`src/hw/uart_tx_pkg.sv`:
```
`default_nettype none

package uart_tx_pkg;

    // word and character geometry
    parameter int WORD_W         = 32;
    parameter int BYTE_W         = 8;
    parameter int BYTES_PER_WORD = WORD_W / BYTE_W;

    // 50 MHz at 115200 baud
    parameter int DEFAULT_CLKS_PER_BIT = 434;

    // what the line carries during the current bit time
    typedef enum logic [2:0] {
        PH_IDLE,  // line high, waiting for valid edge
        PH_START, // start bit, line low
        PH_DATA,  // one of eight data bits
        PH_STOP,  // stop bit
        PH_GAP    // one idle bit between characters
    } line_phase_t;

endpackage : uart_tx_pkg

`default_nettype wire

```
`src/hw/baud_timer.sv`:
```
`default_nettype none

module baud_timer #(
    parameter int CLKS_PER_BIT = uart_tx_pkg::DEFAULT_CLKS_PER_BIT
) (
    input  wire  CLK_I,
    input  wire  RSTL_I,
    input  wire  timer_clear,
    output logic bit_tick
);
    localparam int CNT_W = (CLKS_PER_BIT > 1) ? $clog2(CLKS_PER_BIT) : 1;

    localparam logic [CNT_W-1:0] LAST_CNT = CNT_W'(CLKS_PER_BIT - 1);

    logic [CNT_W-1:0] cnt;

    always_ff @(posedge CLK_I or negedge RSTL_I) begin
        if (!RSTL_I) begin
            cnt <= '0;
        end else if (timer_clear) begin
            cnt <= '0; // realign to the start bit
        end else if (cnt == LAST_CNT) begin
            cnt <= '0;
        end else begin
            cnt <= cnt + 1'b1;
        end
    end

    // last clock of each bit period
    assign bit_tick = (cnt == LAST_CNT);

endmodule : baud_timer

`default_nettype wire

```
`src/hw/word_serializer.sv`:
```
`default_nettype none

module word_serializer (
    input  wire                            CLK_I,
    input  wire                            RSTL_I,
    input  wire                            load,
    input  wire                            shift,
    input  wire [uart_tx_pkg::WORD_W-1:0] tx_data,
    input  wire uart_tx_pkg::line_phase_t  phase,
    output logic                           tx_line
);
    import uart_tx_pkg::*;

    logic [WORD_W-1:0] shreg;

    always_ff @(posedge CLK_I or negedge RSTL_I) begin
        if (!RSTL_I) begin
            shreg <= '0;
        end else if (load) begin
            shreg <= tx_data;
        end else if (shift) begin
            shreg <= {1'b0, shreg[WORD_W-1:1]}; // LSB first, byte 0 first
        end
    end

    always_comb begin
        case (phase)
            PH_START: tx_line = 1'b0;
            PH_DATA:  tx_line = shreg[0];
            default:  tx_line = 1'b1; // idle, stop and gap
        endcase
    end

endmodule : word_serializer

`default_nettype wire

```
`src/hw/uart_word_ctrl.sv`:
```
`default_nettype none

module uart_word_ctrl (
    input  wire                      CLK_I,
    input  wire                      RSTL_I,
    input  wire                      tx_valid,
    input  wire                      bit_tick,
    output logic                     tx_ready,
    output logic                     load,
    output logic                     shift,
    output logic                     timer_clear,
    output uart_tx_pkg::line_phase_t phase
);
    import uart_tx_pkg::*;

    localparam int BIT_CNT_W  = $clog2(BYTE_W);
    localparam int BYTE_CNT_W = $clog2(BYTES_PER_WORD);

    localparam logic [BIT_CNT_W-1:0]  LAST_BIT  = BIT_CNT_W'(BYTE_W - 1);
    localparam logic [BYTE_CNT_W-1:0] LAST_BYTE = BYTE_CNT_W'(BYTES_PER_WORD - 1);

    logic                  valid_prev;
    logic                  start_word;
    logic [BIT_CNT_W-1:0]  bit_cnt;
    logic [BYTE_CNT_W-1:0] byte_cnt;

    // rising edge of valid, honoured only when nothing is in flight
    assign start_word = tx_valid && !valid_prev && (phase == PH_IDLE);

    always_ff @(posedge CLK_I or negedge RSTL_I) begin
        if (!RSTL_I) begin
            valid_prev  <= 1'b0; // a valid already high at reset end counts
            load        <= 1'b0;
            timer_clear <= 1'b0;
        end else begin
            valid_prev  <= tx_valid;
            load        <= start_word;  // word copied on the next edge
            timer_clear <= start_word;  // bit timer aligned to start bit
        end
    end

    always_ff @(posedge CLK_I or negedge RSTL_I) begin
        if (!RSTL_I) begin
            phase    <= PH_IDLE;
            bit_cnt  <= '0;
            byte_cnt <= '0;
        end else begin
            case (phase)
                PH_IDLE: begin
                    if (timer_clear) begin // start pending from last cycle
                        phase    <= PH_START;
                        bit_cnt  <= '0;
                        byte_cnt <= '0;
                    end
                end
                PH_START: begin
                    if (bit_tick) begin
                        phase   <= PH_DATA;
                        bit_cnt <= '0;
                    end
                end
                PH_DATA: begin
                    if (bit_tick) begin
                        if (bit_cnt == LAST_BIT) begin
                            phase <= PH_STOP;
                        end else begin
                            bit_cnt <= bit_cnt + 1'b1;
                        end
                    end
                end
                PH_STOP: begin
                    if (bit_tick) begin
                        if (byte_cnt == LAST_BYTE) begin
                            phase <= PH_IDLE; // word done
                        end else begin
                            phase    <= PH_GAP;
                            byte_cnt <= byte_cnt + 1'b1;
                        end
                    end
                end
                PH_GAP: begin
                    if (bit_tick) begin
                        phase <= PH_START;
                    end
                end
                default: begin
                    phase <= PH_IDLE;
                end
            endcase
        end
    end

    // serializer moves on at the same edge the next data bit begins
    assign shift = bit_tick && (phase == PH_DATA);

    assign tx_ready = (phase == PH_IDLE);

endmodule : uart_word_ctrl

`default_nettype wire

```
`src/hw/word_uart_tx.sv`:
```
`default_nettype none

module word_uart_tx #(
    parameter int CLKS_PER_BIT = uart_tx_pkg::DEFAULT_CLKS_PER_BIT
) (
    input  wire                            CLK_I,
    input  wire                            RSTL_I,
    input  wire                            tx_valid,
    input  wire [uart_tx_pkg::WORD_W-1:0] tx_data,
    output logic                           tx_line,
    output logic                           tx_ready
);
    import uart_tx_pkg::*;

    line_phase_t phase;
    logic        bit_tick;
    logic        timer_clear;
    logic        load;
    logic        shift;

    // frame sequencing
    uart_word_ctrl u_ctrl (
        .CLK_I       (CLK_I),
        .RSTL_I      (RSTL_I),
        .tx_valid    (tx_valid),
        .bit_tick    (bit_tick),
        .tx_ready    (tx_ready),
        .load        (load),
        .shift       (shift),
        .timer_clear (timer_clear),
        .phase       (phase)
    );

    baud_timer #(
        .CLKS_PER_BIT (CLKS_PER_BIT)
    ) u_timer (
        .CLK_I       (CLK_I),
        .RSTL_I      (RSTL_I),
        .timer_clear (timer_clear),
        .bit_tick    (bit_tick)
    );

    // word storage and line level
    word_serializer u_ser (
        .CLK_I   (CLK_I),
        .RSTL_I  (RSTL_I),
        .load    (load),
        .shift   (shift),
        .tx_data (tx_data),
        .phase   (phase),
        .tx_line (tx_line)
    );

endmodule : word_uart_tx

`default_nettype wire

```
`config.mk`:
```
export PLATFORM = sky130hd
export DESIGN_NAME = word_uart_tx
export DESIGN_NICKNAME = d
export VERILOG_FILES = /design/src/hw/uart_tx_pkg.sv /design/src/hw/baud_timer.sv /design/src/hw/word_serializer.sv /design/src/hw/uart_word_ctrl.sv /design/src/hw/word_uart_tx.sv
export SDC_FILE = /design/constraint.sdc
export NUM_CORES = 1
export LEC_CHECK = 0
export BUFFER_PORTS_ARGS = -buffer_cell sky130_fd_sc_hd__buf_2
export CAP_MARGIN = 10
export CORE_ASPECT_RATIO = 1.2
export CORE_UTILIZATION = 57
export CTS_CLUSTER_SIZE = 16
export DETAILED_ROUTE_END_ITERATION = 16
export PLACE_DENSITY = 0.83
export SETUP_SLACK_MARGIN = 0.4
export SLEW_MARGIN = 15
export SYNTH_ARGS = -nofsm -noshare
export SYNTH_HDL_FRONTEND = slang
export SYNTH_SLANG_ARGS = --single-unit
```
`constraint.sdc`:
```
create_clock -name CLK_I -period 2.1 [get_ports CLK_I]
set_input_delay 0.315 -clock CLK_I [delete_from_list [all_inputs] [get_ports CLK_I]]
set_output_delay 0.315 -clock CLK_I [all_outputs]
set_load 0.01 [all_outputs]
```
==> results.yml, run 1 <==
logic_synthesis:
  syn_area_per_cell_um2: 9.38
  synth_top_cell_area_share_pct: 49.5
  ys_seq_area_share_pct: 49.5
  yosysWarnings: 0
  post_synth_inst_count: 275
  syn_area_mm2: 0.00258
  postSynthRegisterBits: 51
  synth.distinct_cells: 35
  synth_fp_nets: 315
  top_cells_by_area_in_the_synthesized_netlist: "sky130_fd_sc_hd__dfrtp_1 (49%), sky130_fd_sc_hd__nor2b_1 (8.0%), sky130_fd_sc_hd__a31oi_1 (7.5%), sky130_fd_sc_hd__a21oi_1 (6.4%), sky130_fd_sc_hd__nand2_1 (6.1%)"
  synth_largest_area_cell: "sky130_fd_sc_hd__dfrtp_1"
job:
  cap_violations: 0
floorplan:
  floorplan.rows: 26
  die-area_mm2: 0.00480
  design.core.area_mm2: 0.00429
  design.portCount: 37
  die-height_um: 75.7
  floorplan.initialDensity_pct: 60.1
  floorplan.die.width_um: 63.4
sta:
  timing.clock.skew_ns: 0.00742
  fin_ws_ns: 0.207
  maxClockFrequency_ghz: 0.528
  setup_viol: 0
  totalNegativeSetupSlack_ns: 0
  drv_slew: 0
  worst-slew-pin-transition_ns: 0.644
  grt_setup_unrepaired: "yes"
  final.min_clock_period_ns: 1.89
  period_share_pct: 90.1
  report.final.hold_viol_count: 0
  max-slew-margin-rel_pct: 57.0
routing:
  drt-vias-per-instance: 6.03
  drt-pass1-iter-count: 4
  postRouteAntennaNets: 0
  routed_wl_um: 7110
  remaining_drc_errors: 0
  detail_route.iter0.violations: 168
  route.detailed.wl_per_inst_um: 18.3
  number_of_vias_in_the_routed_layout: 2345
grt:
  largest_net_degree_at_the_start_of_global_routing: 75
  total_track_usage_pct: 25.4
  antenna_found_initial: 0
  grt_pass1_wl_um: 9380
  grt_pass1_vias: 2068
  total_grt_overflow: 0
power:
  power.leakage_nw: 1.54
  power_density_mw_per_mm2: 925
  vdd.ir_drop.worst_mv: 0.590
critical_path:
  criticalPathCategory: "reg2reg"
  critPathRequiredTime_ns: 2.32
  crit_fanout: 3
  arrival_ns: 2.11
  critPathLaunchType: "flip-flop"
  timing.critical_path.to_type: "flip-flop"
clock_tree:
  cts.root.buffer_cell: "sky130_fd_sc_hd__clkbuf_8"
  cts.htree.levels: 2
  cts.path.max_buffers: 2
  insertion_delay_ns: 0.31
  clk_transition_reported_paths_ns: 0.09
  numCtsBuffers: 5
  cts_sinks: 51
  cts_tree: "built"
placed_design:
  numPortBuffers: 36
  dpl_worst_slack_ns: 0.254
  dpl.hpwl_um: 3440
  last_weighted_congestion_value_of_the_routability_driven_placer: 0.852
final_layout:
  layout.nets: 372
  n_diodes: 0
  fraction_of_layout_cells_with_a_size_suffix_above_1_pct: 30.0
  area_growth_pct: 29.9
hold_path:
  hold_path.class: "in2reg"
outcome:
  outcome: "finished clean"
repair_timing:
item | CTS | global route
gates resized for setup | 2 | 26
gates cloned | 1 | 7
pin swaps | 4 | 38
buffers inserted | 8 | 11
endpoints found under the hold margin | 13 | 0
hold buffers | 1 | 0
setup endpoints to repair | 38 | 46
cell usage in the layout (no fill, tap or decap), drive strengths merged:
cell and count:
mux2 1, nand4b 1, and3 2, a21oi 33
o21ai 4, clkbuf 12, or3b 2, nor3b 1
ha 5, nand4 3, o22a 1, a31oi 31
nor2b 33, xor2 4, and3b 1, inv 4
and4 2, a22oi 1, nand3 4, nand2 42
nand3b 1, or2 1, xnor2 3, nor4b 2
nor3 9, dfrtp 51, dlygate4sd3 1, clkinv 1
mux2i 5, nor2 6, buf 66
registers in the layout, summed over array words and instances (netlist names):
name               cells
u_ctrl.phase           3
u_timer.cnt            9
u_ctrl.valid_prev      1
u_ctrl.load            1
u_ctrl.byte_cnt        2
u_ser.shreg           32
u_ctrl.bit_cnt         3
synth_stat cells:
master	number
sky130_fd_sc_hd__and4_2	1
sky130_fd_sc_hd__nand3b_1	1
sky130_fd_sc_hd__ha_1	5
sky130_fd_sc_hd__nor2_1	6
sky130_fd_sc_hd__xor2_1	4
sky130_fd_sc_hd__a31oi_1	31
sky130_fd_sc_hd__nand4_2	1
sky130_fd_sc_hd__mux2_2	1
sky130_fd_sc_hd__o22a_2	1
sky130_fd_sc_hd__nor4b_4	1
sky130_fd_sc_hd__xnor2_1	3
sky130_fd_sc_hd__nand4b_1	1
sky130_fd_sc_hd__and3b_1	1
sky130_fd_sc_hd__nand2_1	42
sky130_fd_sc_hd__dfrtp_1	51
sky130_fd_sc_hd__nor4b_1	1
sky130_fd_sc_hd__buf_4	4
sky130_fd_sc_hd__nand3_1	4
sky130_fd_sc_hd__and4_1	1
sky130_fd_sc_hd__o21ai_0	4
sky130_fd_sc_hd__and3_1	1
sky130_fd_sc_hd__nor3b_2	1
sky130_fd_sc_hd__and3_2	1
sky130_fd_sc_hd__inv_1	4
sky130_fd_sc_hd__a21oi_1	33
sky130_fd_sc_hd__nand4_1	2
sky130_fd_sc_hd__nor2b_1	33
sky130_fd_sc_hd__nor3_1	9
sky130_fd_sc_hd__or3b_4	1
sky130_fd_sc_hd__or3b_2	1
sky130_fd_sc_hd__buf_2	3
sky130_fd_sc_hd__mux2i_1	5
sky130_fd_sc_hd__clkbuf_1	15
sky130_fd_sc_hd__or2_2	1
sky130_fd_sc_hd__a22oi_1	1
routing by layer:
layer  up-vias  global-route usage (%)  wire (um)
li1       1072                       -          -
met1      1126                    30.8       2720
met2       115                    45.6       3720
met3        32                    3.59        394
met4         0                    11.4        273
met5         -                       0          0
critical path, cell delays in order (launching register included):
cell	delay, ns
sky130_fd_sc_hd__dfrtp_1	0.41
sky130_fd_sc_hd__inv_1	0.07
sky130_fd_sc_hd__ha_2	0.17
sky130_fd_sc_hd__nor4b_4	0.26
sky130_fd_sc_hd__buf_4	0.19
sky130_fd_sc_hd__nand4_4	0.07
sky130_fd_sc_hd__or3b_4	0.44
sky130_fd_sc_hd__mux2i_1	0.20
stage by stage:
stage	cells	utilization (%)	area [um2]	hold slack [ns]	power (W)
after detailed placement	353	65.7	2820	0.230	0.00228
after global routing	389	78.1	3350	0.142	0.00326
after global placement	353	65.7	2820	0.227	0.00221
after CTS	371	70.1	3010	0.135	0.00288
final	389	78.1	3350	0.126	0.00310
after floorplan	275	-	2590	0.0194	0.00205
final timing paths:
check | cells past startpoint | end | slack, ns | startpoint
max reg2reg | 7 | u_ctrl.byte_cnt[1] | 0.21 | u_timer.cnt[1]
max | 7 | u_ctrl.byte_cnt[1] | 0.21 | u_timer.cnt[1]
min | 1 | u_ctrl.valid_prev | 0.13 | tx_valid
max in group asynchronous | 3 | u_ctrl.load | 1.06 | RSTL_I
min in group asynchronous | 2 | u_ser.shreg[1] | 0.44 | RSTL_I
min reg2reg | 1 | u_ctrl.byte_cnt[0] | 0.51 | u_ctrl.byte_cnt[0]
report_power, final:
part	switching (W)	internal, W
Combinational	0.000466	0.000467
Clock	0.000321	0.000235
Sequential	0.000283	0.00133
final cells by class:
class	instances	area, um2
clock buffer	7	76.3
fill	279	942
multi-input combinational	198	1270
timing repair buffer	72	632
clock inverter	1	5.00
sequential	51	1280
tap	56	70.1
inverter	4	15.0
cell families (layout without fill, tap and decap cells):
| kind of cell | count (synthesis) | in the layout | share of synthesized area [%] |
|---|---|---|---|
| xor+xnor | 7 | 7 | 2.38 |
| mux | 6 | 6 | 2.38 |
| buf+inv | 26 | 84 | 4.51 |
| fa+ha+maj | 5 | 5 | 2.42 |
| simple gates | 110 | 110 | 23.5 |
| flops | 51 | 51 | 49.5 |
| compound gates | 70 | 70 | 15.4 |
(Power assumes the default switching activity.)
==> inputs of run 2 (changes only) <==
Clock period 2.1 ns to 1.8 ns, I/O delays scaled along.
==> run 2 against run 1 <==
Compared with the run above: the run now ends with setup timing left; via count up 12%; sequential share of layout area is 4.6 points lower; design area grew 14%; first-iteration DRC count is 87% higher; sequential power rose by 26%; final cell count grew 0.77%.
==> results.yml, run 2 (synthesis gave the netlist of run 1 again) <==
routing:
  route.detailed.wl_per_inst_um: 23.7
  number_of_vias_in_the_routed_layout: 2635
  postRouteAntennaNets: 0
  remaining_drc_errors: 0
  detail_route.iter0.violations: 314
  drt-vias-per-instance: 6.72
  drt-pass1-iter-count: 5
  routed_wl_um: 9280
sta:
  drv_slew: 0
  holdWs_ns: 0.104
  grt_setup_unrepaired: "yes"
  report.final.hold_viol_count: 0
  max-slew-margin-rel_pct: 64.7
  timing.clock.skew_ns: 0.0120
  fin_ws_ns: -0.0942
  setup_viol: 22
  final.min_clock_period_ns: 1.89
  period_share_pct: 105
  maxClockFrequency_ghz: 0.528
  worst-slew-pin-transition_ns: 0.530
clock_tree:
  cts.htree.levels: 2
  cts.path.max_buffers: 2
  numCtsBuffers: 5
  cts.root.buffer_cell: "sky130_fd_sc_hd__clkbuf_8"
  insertion_delay_ns: 0.31
  clk_transition_reported_paths_ns: 0.10
  cts_sinks: 51
  cts_tree: "built"
floorplan:
  floorplan.rows: 26
  die-area_mm2: 0.00480
  floorplan.die.width_um: 63.4
  die-height_um: 75.7
  design.portCount: 37
  design.core.area_mm2: 0.00429
  floorplan.initialDensity_pct: 60.1
final_layout:
  fraction_of_layout_cells_with_a_size_suffix_above_1_pct: 49.1
  design_area_mm2: 0.00382
  n_diodes: 0
  max_reg_flops: 32
  layout_top_registers: "u_ser.shreg: 32 flops, u_timer.cnt: 9 flops"
  area_growth_pct: 48.2
  layout.nets: 375
  most_frequent_cells_in_the_layout: "sky130_fd_sc_hd__dfrtp_1 (47), sky130_fd_sc_hd__buf_2 (35), sky130_fd_sc_hd__nor2b_1 (33)"
  top_register: "u_ser.shreg"
  layout.cells.most_common: "sky130_fd_sc_hd__dfrtp_1"
placed_design:
  numPortBuffers: 36
  dpl_cell_area_mm2: 0.00285
  last_weighted_congestion_value_of_the_routability_driven_placer: 0.806
  dpl.hpwl_um: 3210
critical_path:
  criticalPathCategory: "reg2reg"
  critPathLaunchType: "flip-flop"
  crit_fanout: 7
  critPathRequiredTime_ns: 2.03
  timing.critical_path.to_type: "flip-flop"
  arrival_ns: 2.12
grt:
  grt_pass1_vias: 2079
  largest_net_degree_at_the_start_of_global_routing: 75
  grt_pass1_wl_um: 10200
  total_grt_overflow: 0
  antenna_found_initial: 0
  total_track_usage_pct: 27.9
power:
  power_density_mw_per_mm2: 1130
  power.leakage_nw: 1.61
  clock_share_of_power_pct: 16.9
  seq_power_share_pct: 47.1
  swShare_pct: 38.2
  net-switching-power_w: 0.00164
  cell_internal_pwr_w: 0.00266
  power_frac_comb_pct: 36.0
  vdd.ir_drop.worst_mv: 0.814
outcome:
  failed_checks: "setup timing"
  outcome: "complete, but fails checks"
hold_path:
  hold_path.class: "in2reg"
job:
  cap_violations: 0
-- run 2: cell count changes in the layout (fill, tap and decap cells not counted), sizes merged --
cell,delta
clkbuf,-1
buf,+4
-- run 2: through the flow --
stage | total power [W] | utilization [%] | TNS [ns] | instances | setup slack [ns]
6_report | 0.00430 | 89.0 | -0.821 | 392 | -0.0942
5_1_grt | 0.00447 | 89.0 | -2.93 | 392 | -0.142
4_1_cts | 0.00347 | 75.1 | 0 | 380 | 0.0922
3_5_place_dp | 0.00269 | 66.4 | -0.0114 | 354 | -0.0114
3_3_place_gp | 0.00262 | 66.4 | 0 | 354 | 0.0964
2_1_floorplan | 0.00239 | - | 0 | 275 | 0.0555
-- run 2: worst paths after layout --
path | startpoint | endpoint | slack (ns) | cells past startpoint
worst max-delay path | u_timer.cnt[1] | u_ser.shreg[8] | -0.09 | 8
worst min-delay path | tx_valid | u_ctrl.valid_prev | 0.10 | 1
worst max register to register | u_timer.cnt[1] | u_ser.shreg[8] | -0.09 | 8
worst min register to register | u_ctrl.byte_cnt[0] | u_ctrl.byte_cnt[0] | 0.52 | 1
max in group asynchronous | RSTL_I | u_ser.shreg[11] | 0.78 | 3
min in group asynchronous | RSTL_I | u_ctrl.valid_prev | 0.46 | 2
-- run 2: area by class of cell --
class / count / area [um2]
sequential: 51 / 1280
fill: 164 / 472
timing repair buffer: 75 / 717
clock buffer: 7 / 86.3
inverter: 4 / 15.0
tap: 56 / 70.1
clock inverter: 1 / 8.76
multi-input combinational: 198 / 1640
-- run 2: repair_timing --
item | in CTS | in global routing
hold buffers | 1 | 0
setup endpoints to repair | 51 | 51
pin swaps | 7 | 43
setup buffers | 13 | 7
resized for setup | 27 | 96
cloned | 4 | 5
endpoints found under the hold margin | 19 | 0
-- run 2: per-layer routing --
layer  GRT usage [%]  wire length (um)  up-vias
met5               0                 0        -
met4            10.1               561        0
met3            5.24               644       59
met2            50.5              4670      197
met1            33.6              3400     1292
li1                -                 -     1087
-- run 2: power by group through the flow --
stage,registers (W),clock network [W],logic (W)
detailed placement,0.00184,0,0.000844
finish,0.00203,0.000728,0.00155
CTS,0.00181,0.000708,0.000956
global placement,0.00183,0,0.000795
floorplan,0.00177,0,0.000621
global route,0.00204,0.000771,0.00166
-- run 2: critical path: stages, from the launching register on --
cell and delay, ns:
sky130_fd_sc_hd__dfrtp_1 0.43, sky130_fd_sc_hd__inv_2 0.09, sky130_fd_sc_hd__ha_4 0.13, sky130_fd_sc_hd__nor4b_4 0.24, sky130_fd_sc_hd__and3_4 0.37, sky130_fd_sc_hd__buf_12 0.15
sky130_fd_sc_hd__buf_16 0.13, sky130_fd_sc_hd__a31oi_1 0.09, sky130_fd_sc_hd__a21oi_1 0.18
